[src/hdr_proc_pkg.sv]
package hdr_proc_pkg;

   // ========================================
   // stream geometry
   // ========================================

   // byte lanes per stream word.
   localparam int DATA_BYTES = 8;

   // ========================================
   // vector types
   // ========================================

   // one stream data word.
   typedef logic [DATA_BYTES*8-1:0] data_t;

   // per-lane byte enables.
   typedef logic [DATA_BYTES-1:0] keep_t;

   // byte count or packet length.
   typedef logic [15:0] byte_len_t;

   // prefix word count or prefix word index.
   typedef logic [3:0] pfx_cnt_t;

   // ========================================
   // state machines
   // ========================================

   // drop filter.
   // idle_sop waits for a first beat, pass forwards the body.
   // discard swallows the rest of a dropped packet.
   typedef enum logic [1:0] {
      idle_sop,
      pass,
      discard
   } drop_state_t;

   // truncator.
   // keep forwards beats, flush discards up to the input last beat.
   typedef enum logic {
      keep,
      flush
   } trunc_state_t;

endpackage

[src/hdr_drop_filter.sv]
module hdr_drop_filter
   import hdr_proc_pkg::*;
(
   input  logic  axi4s_in,
   input  logic  arst_n,
   // input stream.
   input  logic  in_tvalid,
   input  data_t in_tdata,
   input  keep_t in_tkeep,
   input  logic  in_tlast,
   output logic  in_tready,
   // drop configuration.
   input  logic  drop_enable,
   input  logic  drop_mode,
   input  data_t drop_pattern,
   // filtered stream.
   output logic  flt_tvalid,
   output data_t flt_tdata,
   output keep_t flt_tkeep,
   output logic  flt_tlast,
   input  logic  flt_tready
);

   drop_state_t state;
   drop_state_t state_nxt;
   logic        match;
   logic        in_xfer;

   // only the first word of a packet is compared.
   assign match   = drop_enable && (state == idle_sop) && (in_tdata == drop_pattern);
   assign in_xfer = in_tvalid && in_tready;

   // ========================================
   // output steering
   // ========================================
   always_comb begin
      flt_tvalid = in_tvalid;
      flt_tdata  = in_tdata;
      flt_tkeep  = in_tkeep;
      flt_tlast  = in_tlast;
      in_tready  = flt_tready;
      if (state == discard) begin
         // body of a dropped packet is consumed silently.
         flt_tvalid = 1'b0;
         in_tready  = 1'b1;
      end else if (match) begin
         if (drop_mode) begin
            // mode 1 lets nothing of the packet leave.
            flt_tvalid = 1'b0;
            in_tready  = 1'b1;
         end else begin
            // mode 0 marks the drop with one empty closing beat.
            flt_tkeep = '0;
            flt_tlast = 1'b1;
         end
      end
   end

   // ========================================
   // packet tracking
   // ========================================
   always_comb begin
      state_nxt = state;
      if (in_xfer) begin
         if (in_tlast) begin
            state_nxt = idle_sop;
         end else if (match) begin
            state_nxt = discard;
         end else if (state == idle_sop) begin
            state_nxt = pass;
         end
      end
   end

   always_ff @(posedge axi4s_in or negedge arst_n) begin
      if (!arst_n) begin
         state <= idle_sop;
      end else begin
         state <= state_nxt;
      end
   end

endmodule

[src/hdr_prefix_insert.sv]
module hdr_prefix_insert
   import hdr_proc_pkg::*;
#(
   parameter int BIGENDIAN        = 0,
   parameter int MAX_PREFIX_WORDS = 4
) (
   input  logic                         axi4s_in,
   input  logic                         arst_n,
   // filtered stream in.
   input  logic                         flt_tvalid,
   input  data_t                        flt_tdata,
   input  keep_t                        flt_tkeep,
   input  logic                         flt_tlast,
   output logic                         flt_tready,
   // prefix configuration.
   // byte k of word w sits at prefix_data[w][8*k +: 8].
   input  pfx_cnt_t                     prefix_words,
   input  data_t [MAX_PREFIX_WORDS-1:0] prefix_data,
   // prefixed stream out.
   output logic                         pfx_tvalid,
   output data_t                        pfx_tdata,
   output keep_t                        pfx_tkeep,
   output logic                         pfx_tlast,
   input  logic                         pfx_tready
);

   logic     pipe_valid;
   data_t    pipe_tdata;
   keep_t    pipe_tkeep;
   logic     pipe_tlast;
   logic     pipe_pop;
   logic     add_prefix;
   pfx_cnt_t pfx_idx;
   pfx_cnt_t pfx_count;
   data_t    pfx_word;
   data_t    pfx_lanes;

   // ========================================
   // register stage
   // ========================================

   // the held word leaves only once all prefix beats are out.
   assign pipe_pop   = pipe_valid && pfx_tready && !add_prefix;
   assign flt_tready = !pipe_valid || pipe_pop;

   always_ff @(posedge axi4s_in or negedge arst_n) begin
      if (!arst_n) begin
         pipe_valid <= 1'b0;
      end else if (flt_tready) begin
         pipe_valid <= flt_tvalid;
      end
   end

   always_ff @(posedge axi4s_in) begin
      if (flt_tvalid && flt_tready) begin
         pipe_tdata <= flt_tdata;
         pipe_tkeep <= flt_tkeep;
         pipe_tlast <= flt_tlast;
      end
   end

   // ========================================
   // prefix sequencing
   // ========================================

   // count is clipped to the words the port can hold.
   assign pfx_count  = (prefix_words > pfx_cnt_t'(MAX_PREFIX_WORDS)) ?
                       pfx_cnt_t'(MAX_PREFIX_WORDS) : prefix_words;
   assign add_prefix = pipe_valid && (pfx_idx < pfx_count);

   // index parks at the count for the body and clears on last.
   always_ff @(posedge axi4s_in or negedge arst_n) begin
      if (!arst_n) begin
         pfx_idx <= '0;
      end else if (pfx_tvalid && pfx_tready) begin
         if (add_prefix) begin
            pfx_idx <= pfx_idx + 1'b1;
         end else if (pipe_tlast) begin
            pfx_idx <= '0;
         end
      end
   end

   // select the word and order its bytes into lanes.
   always_comb begin
      pfx_word = '0;
      for (int w = 0; w < MAX_PREFIX_WORDS; w++) begin
         if (pfx_idx == pfx_cnt_t'(w)) begin
            pfx_word = prefix_data[w];
         end
      end
      for (int k = 0; k < DATA_BYTES; k++) begin
         if (BIGENDIAN != 0) begin
            pfx_lanes[8*(DATA_BYTES-1-k) +: 8] = pfx_word[8*k +: 8];
         end else begin
            pfx_lanes[8*k +: 8] = pfx_word[8*k +: 8];
         end
      end
   end

   // prefix beats are full words and never close the packet.
   assign pfx_tvalid = pipe_valid;
   assign pfx_tdata  = add_prefix ? pfx_lanes : pipe_tdata;
   assign pfx_tkeep  = add_prefix ? '1        : pipe_tkeep;
   assign pfx_tlast  = add_prefix ? 1'b0      : pipe_tlast;

endmodule

[src/hdr_truncate.sv]
module hdr_truncate
   import hdr_proc_pkg::*;
#(
   parameter int BIGENDIAN = 0
) (
   input  logic      axi4s_in,
   input  logic      arst_n,
   // prefixed stream in.
   input  logic      pfx_tvalid,
   input  data_t     pfx_tdata,
   input  keep_t     pfx_tkeep,
   input  logic      pfx_tlast,
   output logic      pfx_tready,
   // length limit where zero disables the cut.
   input  byte_len_t trunc_length,
   // truncated stream out.
   output logic      out_tvalid,
   output data_t     out_tdata,
   output keep_t     out_tkeep,
   output logic      out_tlast,
   input  logic      out_tready
);

   trunc_state_t state;
   byte_len_t    byte_cnt;
   byte_len_t    beat_bytes;
   byte_len_t    remaining;
   keep_t        trim_mask;
   logic         reach;

   // ========================================
   // length arithmetic
   // ========================================
   always_comb begin
      beat_bytes = '0;
      for (int i = 0; i < DATA_BYTES; i++) begin
         beat_bytes = beat_bytes + byte_len_t'(pfx_tkeep[i]);
      end
   end

   // byte_cnt stays below trunc_length while in keep.
   assign remaining = trunc_length - byte_cnt;
   assign reach     = (trunc_length != '0) && (beat_bytes >= remaining);

   // keep bytes 0 to remaining-1 in stream order.
   always_comb begin
      for (int k = 0; k < DATA_BYTES; k++) begin
         if (BIGENDIAN != 0) begin
            trim_mask[DATA_BYTES-1-k] = (byte_len_t'(k) < remaining);
         end else begin
            trim_mask[k] = (byte_len_t'(k) < remaining);
         end
      end
   end

   // ========================================
   // output path
   // ========================================

   // flush drains the tail with ready high and valid low.
   assign out_tvalid = (state == keep) && pfx_tvalid;
   assign pfx_tready = (state == flush) || out_tready;
   assign out_tdata  = pfx_tdata;
   assign out_tkeep  = reach ? (pfx_tkeep & trim_mask) : pfx_tkeep;
   assign out_tlast  = pfx_tlast || reach;

   // ========================================
   // byte counter and state
   // ========================================
   always_ff @(posedge axi4s_in or negedge arst_n) begin
      if (!arst_n) begin
         state    <= keep;
         byte_cnt <= '0;
      end else if (state == flush) begin
         if (pfx_tvalid && pfx_tlast) begin
            state <= keep;
         end
      end else if (out_tvalid && out_tready) begin
         if (out_tlast) begin
            byte_cnt <= '0;
            // cut short, so the input tail still has to go.
            if (!pfx_tlast) begin
               state <= flush;
            end
         end else begin
            byte_cnt <= byte_cnt + beat_bytes;
         end
      end
   end

endmodule

[src/hdr_proc.sv]
module hdr_proc
   import hdr_proc_pkg::*;
#(
   parameter int BIGENDIAN        = 0,
   parameter int MAX_PREFIX_WORDS = 4
) (
   input  logic                         axi4s_in,
   input  logic                         arst_n,
   // input stream.
   input  logic                         in_tvalid,
   input  data_t                        in_tdata,
   input  keep_t                        in_tkeep,
   input  logic                         in_tlast,
   output logic                         in_tready,
   // output stream.
   output logic                         out_tvalid,
   output data_t                        out_tdata,
   output keep_t                        out_tkeep,
   output logic                         out_tlast,
   input  logic                         out_tready,
   // configuration held stable between packets.
   input  logic                         drop_enable,
   input  logic                         drop_mode,
   input  data_t                        drop_pattern,
   input  pfx_cnt_t                     prefix_words,
   input  data_t [MAX_PREFIX_WORDS-1:0] prefix_data,
   input  byte_len_t                    trunc_length
);

   // ========================================
   // stage links
   // ========================================

   // drop filter to prefix inserter.
   logic  flt_tvalid;
   data_t flt_tdata;
   keep_t flt_tkeep;
   logic  flt_tlast;
   logic  flt_tready;

   // prefix inserter to truncator.
   logic  pfx_tvalid;
   data_t pfx_tdata;
   keep_t pfx_tkeep;
   logic  pfx_tlast;
   logic  pfx_tready;

   // ========================================
   // stages
   // ========================================

   // combinational first word compare.
   hdr_drop_filter u_drop_filter (
      .axi4s_in     (axi4s_in),
      .arst_n       (arst_n),
      .in_tvalid    (in_tvalid),
      .in_tdata     (in_tdata),
      .in_tkeep     (in_tkeep),
      .in_tlast     (in_tlast),
      .in_tready    (in_tready),
      .drop_enable  (drop_enable),
      .drop_mode    (drop_mode),
      .drop_pattern (drop_pattern),
      .flt_tvalid   (flt_tvalid),
      .flt_tdata    (flt_tdata),
      .flt_tkeep    (flt_tkeep),
      .flt_tlast    (flt_tlast),
      .flt_tready   (flt_tready)
   );

   // the only register stage in the chain.
   hdr_prefix_insert #(
      .BIGENDIAN        (BIGENDIAN),
      .MAX_PREFIX_WORDS (MAX_PREFIX_WORDS)
   ) u_prefix_insert (
      .axi4s_in     (axi4s_in),
      .arst_n       (arst_n),
      .flt_tvalid   (flt_tvalid),
      .flt_tdata    (flt_tdata),
      .flt_tkeep    (flt_tkeep),
      .flt_tlast    (flt_tlast),
      .flt_tready   (flt_tready),
      .prefix_words (prefix_words),
      .prefix_data  (prefix_data),
      .pfx_tvalid   (pfx_tvalid),
      .pfx_tdata    (pfx_tdata),
      .pfx_tkeep    (pfx_tkeep),
      .pfx_tlast    (pfx_tlast),
      .pfx_tready   (pfx_tready)
   );

   // combinational length cut.
   hdr_truncate #(
      .BIGENDIAN (BIGENDIAN)
   ) u_truncate (
      .axi4s_in     (axi4s_in),
      .arst_n       (arst_n),
      .pfx_tvalid   (pfx_tvalid),
      .pfx_tdata    (pfx_tdata),
      .pfx_tkeep    (pfx_tkeep),
      .pfx_tlast    (pfx_tlast),
      .pfx_tready   (pfx_tready),
      .trunc_length (trunc_length),
      .out_tvalid   (out_tvalid),
      .out_tdata    (out_tdata),
      .out_tkeep    (out_tkeep),
      .out_tlast    (out_tlast),
      .out_tready   (out_tready)
   );

endmodule

[config.mk]
export PLATFORM = sky130hd
export DESIGN_NAME = hdr_proc
export DESIGN_NICKNAME = d
export VERILOG_FILES = /design/src/hdr_proc_pkg.sv /design/src/hdr_drop_filter.sv /design/src/hdr_prefix_insert.sv /design/src/hdr_truncate.sv /design/src/hdr_proc.sv
export SDC_FILE = /design/constraint.sdc
export NUM_CORES = 1
export LEC_CHECK = 0
export ABC_AREA = 1
export ABC_CLOCK_PERIOD_IN_PS = 19300
export BUFFER_PORTS_ARGS = -buffer_cell sky130_fd_sc_hd__buf_2
export CORE_AREA = 4 4 191 193
export DETAILED_ROUTE_END_ITERATION = 8
export DIE_AREA = 0 0 195 197
export GPL_TIMING_DRIVEN = 1
export PLACE_DENSITY = 0.6
export SLEW_MARGIN = 10
export SYNTH_ARGS = -nofsm -noshare
export SYNTH_HDL_FRONTEND = slang
export SYNTH_SLANG_ARGS = --single-unit
[constraint.sdc]
create_clock -name axi4s_in -period 19.3 [get_ports axi4s_in]
set_input_delay 2.895 -clock axi4s_in [delete_from_list [all_inputs] [get_ports axi4s_in]]
set_output_delay 2.895 -clock axi4s_in [all_outputs]
set_load 0.1 [all_outputs]
==> reports/qor.yml, run 1 <==
die-area_um2: 38400
instances_no_fill: 2461
vias_per_cell: 4.82
register_area_um2: 2790
cp_num_cells: 31
layout_commonest_cell: "nand2_1"
layout.cells.most_common_list: "541 x nand2_1, 493 x buf_2, 166 x nand3_1, 154 x o21ai_0, 152 x inv_1"
cp.required_ns: 16.41
rrSetupSlack_ns: 13.29
critPathKind: "input port to primary output"
multi_input_area_um2: 6130
io_buffer_count: 493
area_growth_pct: 32.6
fp.dieW_um: 195
postCtsSetupBuffers: 0
drv_cap: 0
insertion_delay_ns: 0.37
die-height_um: 197
period_minus_slack_ns: 11.81
drt_iter0_markers: 863
drive_gt1_share_pct: 29.2
reg2reg_depth: 25
critPathMaxFanout: 38
clk_pin_slew_ns: 0.07
tritoncts: "yes"
fill_cells: 3814
grt_pass1_wl_um: 71200
routabilityCongestion: 0.946
final_area_um2: 12900
worstReg2RegEnd: "u_truncate.byte_cnt[14]"
cts_root_buffer: "clkbuf_16"
max_slew_margin_pct: 28.0
cts_buffers: 9
rsz0062_at_grt: "no"
worst_setup_path_end_kind: "primary output"
dr.pass1.iters: 5
crit_end: "out_tkeep[5]"
clock_skew_ns: 0.0107
cpPeakStageDelay_ns: 0.57
core.rowCount: 68
fin_crit_sh_pct: 61.2
grt_pass1_vias: 11800
nets: 2446
vias: 11900
totalWireLength_um: 49700
arrival_ns: 8.91
r2r_start: "u_prefix_insert.pfx_idx[1]"
start_util_pct: 28.3
synth_warnings: 0
worstMarginPinSlew_ns: 1.08
timing.hold.ws_ns: 0.497
status: "finished clean"
antenna_found_initial: 27
setup_viol_count_final: 0
grt_overflow_total: 0
startpoint: "prefix_words[3]"
placedCellCount: 2432
hold_path.class: "flip-flop to flip-flop"
ys_ff_latch: 97
syn_inst: 1541
place_hpwl_um: 41500
core_area_um2: 34500
io_pins: 494
htreeDepth: 3
path_buf_inv: 9
postCtsHoldBufs: 0
drc_errors: 0
syn-cell-area_um2: 9760
max_freq_mhz: 84.7
grt_max_degree: 97
syn_avg_cell_area_um2: 6.33
ctsResizeCount: 0
placed_area_um2: 12600
clk_path_buf_depth: 2
grt_usage_pct: 24.6
worst_setup_path_start_kind: "input port"
crit_family: "adder cells"
synth_cell_types: 43
wl_per_cell_um: 20.2
crit_slowest_cell: "inv_2"
synth_fp_nets: 1999
drtAntennaViolNets: 0
cts_sinks: 97
crit_top_cell: "inv_1"
drv_slew: 0
hold_violations: 0
fin_tns_setup_ns: 0
yosysSeqAreaShare_pct: 28.6
metrics by stage:
step,setup slack [ns],util [%]
finish,7.49,37.5
global route,7.01,37.4
CTS,7.33,37.4
detailed placement,7.33,36.5
global placement,7.30,36.5
floorplan,6.66,-
final cells by class:
type,count,area share (%)
repair buffers,501,19.5
diodes,13,0.251
clock buffers,12,2.10
flip-flops and latches,97,21.6
well taps,455,4.40
multi-input cells,1222,47.4
clock inverters,4,0.242
inverters,157,4.55
cells by family (layout without fill, tap and decap cells):
logic type | after synthesis | count (layout) | synth area share (%)
fa+ha+maj | 39 | 39 | 5.46
buf+inv | 222 | 674 | 9.06
simple gates | 920 | 920 | 40.5
xor+xnor | 53 | 53 | 4.76
other cells | 1 | 14 | 0.0384
compound gates | 209 | 209 | 11.6
flops | 97 | 97 | 28.6
synthesized netlist by cell type (all sizes together):
cell | number | area (µm²)
nand2 | 554 | 2120
nand3 | 172 | 893
inv | 157 | 589
o21ai | 154 | 771
nor2 | 120 | 478
edfxtp | 73 | 2190
clkbuf | 38 | 143
xor2 | 38 | 333
a21oi | 36 | 221
ha | 33 | 413
buf | 26 | 144
dfrtp | 24 | 601
or2 | 20 | 125
nor3 | 19 | 105
nand4 | 18 | 113
xnor2 | 15 | 131
o21a | 8 | 60.1
a21boi | 6 | 45.1
fa | 6 | 120
nor3b | 6 | 45.0
nand3b | 4 | 30.0
o22ai | 4 | 25.0
nor4 | 3 | 18.8
and2 | 2 | 12.5
and3 | 1 | 6.26
conb | 1 | 3.75
dlygate4sd1 | 1 | 8.76
nor2b | 1 | 6.26
o21bai | 1 | 7.51
worst min-delay path: cells and delay by family (launching register included):
family	cells	cell delay (ns)
DFF	1	0.36
and+or+nand+nor	2	0.11
worst min path at each step:
stage / start / end / slack [ns] / depth (start not counted)
global placement: u_drop_filter.state[0] / u_drop_filter.state[0] / 0.48 / 2
floorplan: u_drop_filter.state[0] / u_drop_filter.state[0] / 0.46 / 2
detailed placement: u_drop_filter.state[0] / u_drop_filter.state[0] / 0.48 / 2
CTS: u_drop_filter.state[0] / u_drop_filter.state[0] / 0.50 / 2
finish: u_drop_filter.state[0] / u_drop_filter.state[0] / 0.50 / 2
global route: u_drop_filter.state[0] / u_drop_filter.state[0] / 0.53 / 2
sequential cells by signal (all words and copies together), names as in the netlist:
| register | count |
|---|---|
| u_prefix_insert.pipe_tkeep | 8 |
| u_truncate.state | 1 |
| u_truncate.byte_cnt | 16 |
| u_prefix_insert.pfx_idx | 4 |
| u_prefix_insert.pfx_tvalid | 1 |
| u_drop_filter.state | 2 |
| u_prefix_insert.pipe_tlast | 1 |
| u_prefix_insert.pipe_tdata | 64 |
metal layers:
layer	up-vias	track usage, %	part of all wire (%)
met5	-	0	0.078
met1	5394	28.7	39
met4	6	12.0	4.8
met2	465	43.3	50
met3	108	4.65	6.3
li1	5893	-	-
Power of run 1 is not shown: default switching activity piles up to over one toggle a cycle in this logic, so the estimate is an artifact.
==> inputs of run 2 (changes only) <==
--- a/config.mk
+++ b/config.mk
@@ -6,13 +6,13 @@
 export NUM_CORES = 1
 export LEC_CHECK = 0
 export ABC_AREA = 1
-export ABC_CLOCK_PERIOD_IN_PS = 19300
+export ABC_CLOCK_PERIOD_IN_PS = 11630
 export BUFFER_PORTS_ARGS = -buffer_cell sky130_fd_sc_hd__buf_2
-export CORE_AREA = 4 4 191 193
+export CORE_AREA = 4 4 188 190
 export DETAILED_ROUTE_END_ITERATION = 8
-export DIE_AREA = 0 0 195 197
+export DIE_AREA = 0 0 192 194
 export GPL_TIMING_DRIVEN = 1
-export PLACE_DENSITY = 0.6
+export PLACE_DENSITY = 0.61
 export SLEW_MARGIN = 10
 export SYNTH_ARGS = -nofsm -noshare
 export SYNTH_HDL_FRONTEND = slang
==> constraint.sdc (replaced) <==
create_clock -name axi4s_in -period 11.63 [get_ports axi4s_in]
set_input_delay 1.7445 -clock axi4s_in [delete_from_list [all_inputs] [get_ports axi4s_in]]
set_output_delay 1.7445 -clock axi4s_in [all_outputs]
set_load 0.1 [all_outputs]
==> reports/qor.yml, run 2 (synthesized netlist as in run 1, its figures left out) <==
nets: 2446
max_slew_margin_pct: 38.2
arrival_ns: 8.03
grt_max_degree: 97
layout_commonest_cell: "nand2_1"
regMostFlops: "u_prefix_insert.pipe_tdata"
io_pins: 494
wl_per_cell_um: 20.5
insertion_delay_ns: 0.36
setup_viol_count_final: 0
drc_errors: 0
ctsResizeCount: 0
drtAntennaViolNets: 0
hold_violations: 0
drt_iter0_markers: 774
fin_crit_sh_pct: 84.0
fp.dieW_um: 192
postCtsSetupBuffers: 0
cpPeakStageDelay_ns: 0.63
final_util_pct: 38.7
drive_gt1_share_pct: 29.2
period_minus_slack_ns: 9.77
routabilityCongestion: 0.929
core.rowCount: 67
grt_usage_pct: 25.6
cts_buffers: 9
rsz0062_at_grt: "no"
cp.required_ns: 9.89
grt_pass1_vias: 11700
drv_slew: 0
hold_path.class: "flip-flop to flip-flop"
critPathKind: "input port to primary output"
vias_per_cell: 4.87
critPathMaxFanout: 36
largest_reg_flops: 64
start_util_pct: 29.2
clk_path_buf_depth: 2
layout.cells.most_common_list: "541 x nand2_1, 493 x buf_2, 166 x nand3_1, 154 x o21ai_0, 152 x inv_1"
io_buffer_count: 493
clk_pin_slew_ns: 0.07
core_area_um2: 33400
place_hpwl_um: 41800
top_regs: "u_prefix_insert.pipe_tdata (64), u_truncate.byte_cnt (16), u_prefix_insert.pipe_tkeep (8)"
htreeDepth: 3
die-height_um: 194
rrSetupSlack_ns: 5.42
cts_root_buffer: "clkbuf_16"
clock_skew_ns: 0.00811
worstMarginPinSlew_ns: 0.927
totalWireLength_um: 50200
crit_slowest_cell: "inv_2"
max_freq_mhz: 102
crit_top_cell: "inv_1"
crit_family: "adder cells"
fill_cells: 3736
drv_cap: 0
tritoncts: "yes"
antenna_found_initial: 29
postCtsHoldBufs: 0
path_buf_inv: 9
dr.pass1.iters: 5
worst_setup_path_end_kind: "primary output"
grt_overflow_total: 0
cts_sinks: 97
vias: 11900
worst_setup_path_start_kind: "input port"
fin_tns_setup_ns: 0
grt_pass1_wl_um: 71500
die-area_um2: 37200
status: "finished clean"
area_growth_pct: 32.5
run 2: stage by stage:
step / setup WS [ns] / std cells / hold slack [ns] / cell area [µm²]
2_1_floorplan: 1.29 / 1541 / 0.455 / 9760
3_3_place_gp: 1.92 / 2425 / 0.477 / 12600
3_5_place_dp: 1.85 / 2425 / 0.473 / 12600
4_1_cts: 1.84 / 2441 / 0.492 / 12900
5_1_grt: 1.48 / 2448 / 0.548 / 12900
6_report: 1.86 / 2455 / 0.490 / 12900
run 2: worst reg2reg max path, stage by stage (launching register included):
cell	delay (ns)
dfrtp_1	0.43
ha_1	0.31
o21ai_0	0.07
nand2_1	0.07
nand3_1	0.11
nand3_4	0.26
inv_2	0.65
or2_2	0.24
ha_1	0.25
fa_1	0.54
inv_1	0.05
fa_1	0.49
inv_1	0.05
fa_1	0.43
inv_1	0.08
fa_1	0.45
fa_1	0.45
o21ai_0	0.18
nand2_1	0.14
nor2_1	0.13
nand2_1	0.08
nor2_1	0.18
nand2_2	0.10
nor3_2	0.13
xor2_1	0.16
a21oi_1	0.05
run 2: per-layer routing:
metal / wire, µm / part of all wire (%) / vias to the layer above / GRT usage [%]
met5: 55 / 0.11 / - / 0
met4: 1620 / 3.2 / 10 / 7.58
met3: 2930 / 5.8 / 88 / 4.32
met2: 25800 / 51 / 469 / 47.6
met1: 19900 / 40 / 5485 / 29.9
li1: - / - / 5897 / -
run 2: final timing paths:
path	endpoint	depth (start not counted)	from
min in group asynchronous	u_truncate.byte_cnt[12]	1	arst_n
worst min register to register	u_drop_filter.state[0]	2	u_drop_filter.state[0]
worst min-delay path	u_drop_filter.state[0]	2	u_drop_filter.state[0]
worst max register to register	u_truncate.byte_cnt[14]	25	u_prefix_insert.pfx_idx[1]
worst max-delay path	out_tkeep[5]	31	prefix_words[3]
max in group asynchronous	u_prefix_insert.pfx_idx[1]	1	arst_n
run 2: area by class of cell:
class / count / area (µm²) / area share [%]
antenna: 14 / 35.0 / 0.271
clock buffer: 11 / 264 / 2.04
clock inverter: 5 / 33.8 / 0.261
inverter: 157 / 589 / 4.56
multi-input combinational: 1222 / 6130 / 47.4
sequential: 97 / 2790 / 21.6
tap: 448 / 561 / 4.33
timing repair buffer: 501 / 2530 / 19.5
Power of run 2 is left out for the same reason.
==> inputs of run 3 (changes only) <==
--- a/config.mk
+++ b/config.mk
@@ -6,13 +6,13 @@
 export NUM_CORES = 1
 export LEC_CHECK = 0
 export ABC_AREA = 1
-export ABC_CLOCK_PERIOD_IN_PS = 11630
+export ABC_CLOCK_PERIOD_IN_PS = 8400
 export BUFFER_PORTS_ARGS = -buffer_cell sky130_fd_sc_hd__buf_2
-export CORE_AREA = 4 4 188 190
+export CORE_AREA = 4 4 191 193
 export DETAILED_ROUTE_END_ITERATION = 8
-export DIE_AREA = 0 0 192 194
+export DIE_AREA = 0 0 195 197
 export GPL_TIMING_DRIVEN = 1
-export PLACE_DENSITY = 0.61
+export PLACE_DENSITY = 0.62
 export SLEW_MARGIN = 10
 export SYNTH_ARGS = -nofsm -noshare
 export SYNTH_HDL_FRONTEND = slang
==> constraint.sdc (replaced) <==
create_clock -name axi4s_in -period 8.4 [get_ports axi4s_in]
set_input_delay 1.26 -clock axi4s_in [delete_from_list [all_inputs] [get_ports axi4s_in]]
set_output_delay 1.26 -clock axi4s_in [all_outputs]
set_load 0.1 [all_outputs]
==> reports/qor.yml, run 3 (synthesized netlist as in run 1, its figures left out) <==
multi_input_area_um2: 6140
period_minus_slack_ns: 7.97
hold_path.class: "flip-flop to flip-flop"
timing.hold.ws_ns: 0.506
layout_commonest_cell: "nand2_1"
clock_skew_ns: 0.0133
die-area_um2: 38400
rsz0062_at_grt: "no"
top_regs: "u_prefix_insert.pipe_tdata (64), u_truncate.byte_cnt (16), u_prefix_insert.pipe_tkeep (8)"
grt_max_degree: 96
wl_met2_um: 23400
tritoncts: "yes"
largest_reg_flops: 64
antenna_found_initial: 17
insertion_delay_ns: 0.36
worstMarginPinSlew_ns: 1.03
drv_slew: 0
cp.required_ns: 7.14
min_from: "u_drop_filter.state[0]"
io_pins: 494
hold-path-endpoint: "u_drop_filter.state[0]"
arrival_ns: 6.71
worst_setup_path_end_kind: "primary output"
cpPeakStageDelay_ns: 0.54
grt_usage_pct: 22.8
area_growth_pct: 34.0
nets: 2448
place_hpwl_um: 38400
crit_top_cell: "inv_1"
dr_wl_met3_um: 3220
drt_iter0_markers: 904
max_freq_mhz: 126
dr.pass1.iters: 5
worstReg2RegEnd: "u_truncate.byte_cnt[14]"
drt-met1-wl_um: 18600
vias: 11900
status: "finished clean"
worst_setup_path_start_kind: "input port"
cts_sinks: 97
start_util_pct: 28.3
crit_slowest_cell: "fa_1"
fin_tns_setup_ns: 0
clk_path_buf_depth: 2
totalWireLength_um: 46400
wl_per_cell_um: 18.9
drv_cap: 0
grt_pass1_wl_um: 67600
clk_pin_slew_ns: 0.08
critPathMaxFanout: 8
postCtsHoldBufs: 0
whs_path_depth: 2
drc_errors: 0
top_layer_used: "met5"
fp.dieW_um: 195
fin_crit_sh_pct: 94.8
r2r_start: "u_prefix_insert.pfx_idx[1]"
setup_viol_count_final: 0
hold_violations: 0
layout.cells.most_common_list: "541 x nand2_1, 484 x buf_2, 166 x nand3_1, 154 x o21ai_0, 152 x inv_1"
ctsResizeCount: 0
die-height_um: 197
grt_pass1_vias: 11500
drive_gt1_share_pct: 29.4
postCtsSetupBuffers: 0
cts_buffers: 9
core_area_um2: 34500
vias_per_cell: 4.85
cts_root_buffer: "clkbuf_16"
core.rowCount: 68
grt_overflow_total: 0
reg2reg_depth: 25
fill_cells: 3799
rrSetupSlack_ns: 2.72
htreeDepth: 3
register_area_um2: 2790
max_slew_margin_pct: 31.2
regMostFlops: "u_prefix_insert.pipe_tdata"
routabilityCongestion: 0.953
io_buffer_count: 493
critPathKind: "input port to primary output"
drtAntennaViolNets: 0
-- run 3: changes by cell type in the layout (fill, tap and decap cells not counted), moves of 4 or more --
cell / before / now
buf_12: 0 / 9
diode_2: 14 / 8
buf_2: 493 / 484
a21boi_1: 1 / 5
a21boi_0: 5 / 1
-- run 3: cell type report --
| type | instances | share of cell area [%] |
|---|---|---|
| multi-input cells | 1222 | 46.9 |
| flip-flops and latches | 97 | 21.4 |
| repair buffers | 503 | 20.5 |
| inverters | 157 | 4.51 |
| well taps | 455 | 4.35 |
| clock buffers | 11 | 1.95 |
| clock inverters | 5 | 0.287 |
| diodes | 8 | 0.153 |
-- run 3: how the worst max path moves through the flow --
| stage | startpoint | end | depth (start not counted) |
|---|---|---|---|
| floorplan | prefix_words[3] | out_tkeep[0] | 30 |
| detailed placement | prefix_words[3] | out_tkeep[3] | 31 |
| global route | prefix_words[3] | out_tkeep[1] | 31 |
| finish | prefix_words[3] | out_tkeep[3] | 31 |
| CTS | prefix_words[3] | out_tkeep[3] | 31 |
| global placement | prefix_words[3] | out_tkeep[3] | 31 |
-- run 3: layer usage --
metal / track usage, % / up-vias
met2: 40.7 / 515
li1: - / 5894
met1: 28.4 / 5435
met3: 4.09 / 79
met5: 0 / -
met4: 6.18 / 6
-- run 3: through the flow --
stage	std cells	util, %	worst slack, ns	cell area (µm²)
global route	2454	37.8	0.0546	13100
finish	2458	37.9	0.435	13100
CTS	2450	37.8	0.405	13100
floorplan	1541	-	-0.237	9770
global placement	2434	37.0	0.412	12800
detailed placement	2434	37.0	0.410	12800
-- run 3: critical path, delay by kind of cell --
family	cells	cell delay [ns]
AND/OR/NAND/NOR	10	1.17
buffers and inverters	9	0.84
adder cells (fa/ha/maj)	7	2.72
AO/OA/AOI/OAI	5	0.73
Power of run 3 is left out for the same reason.
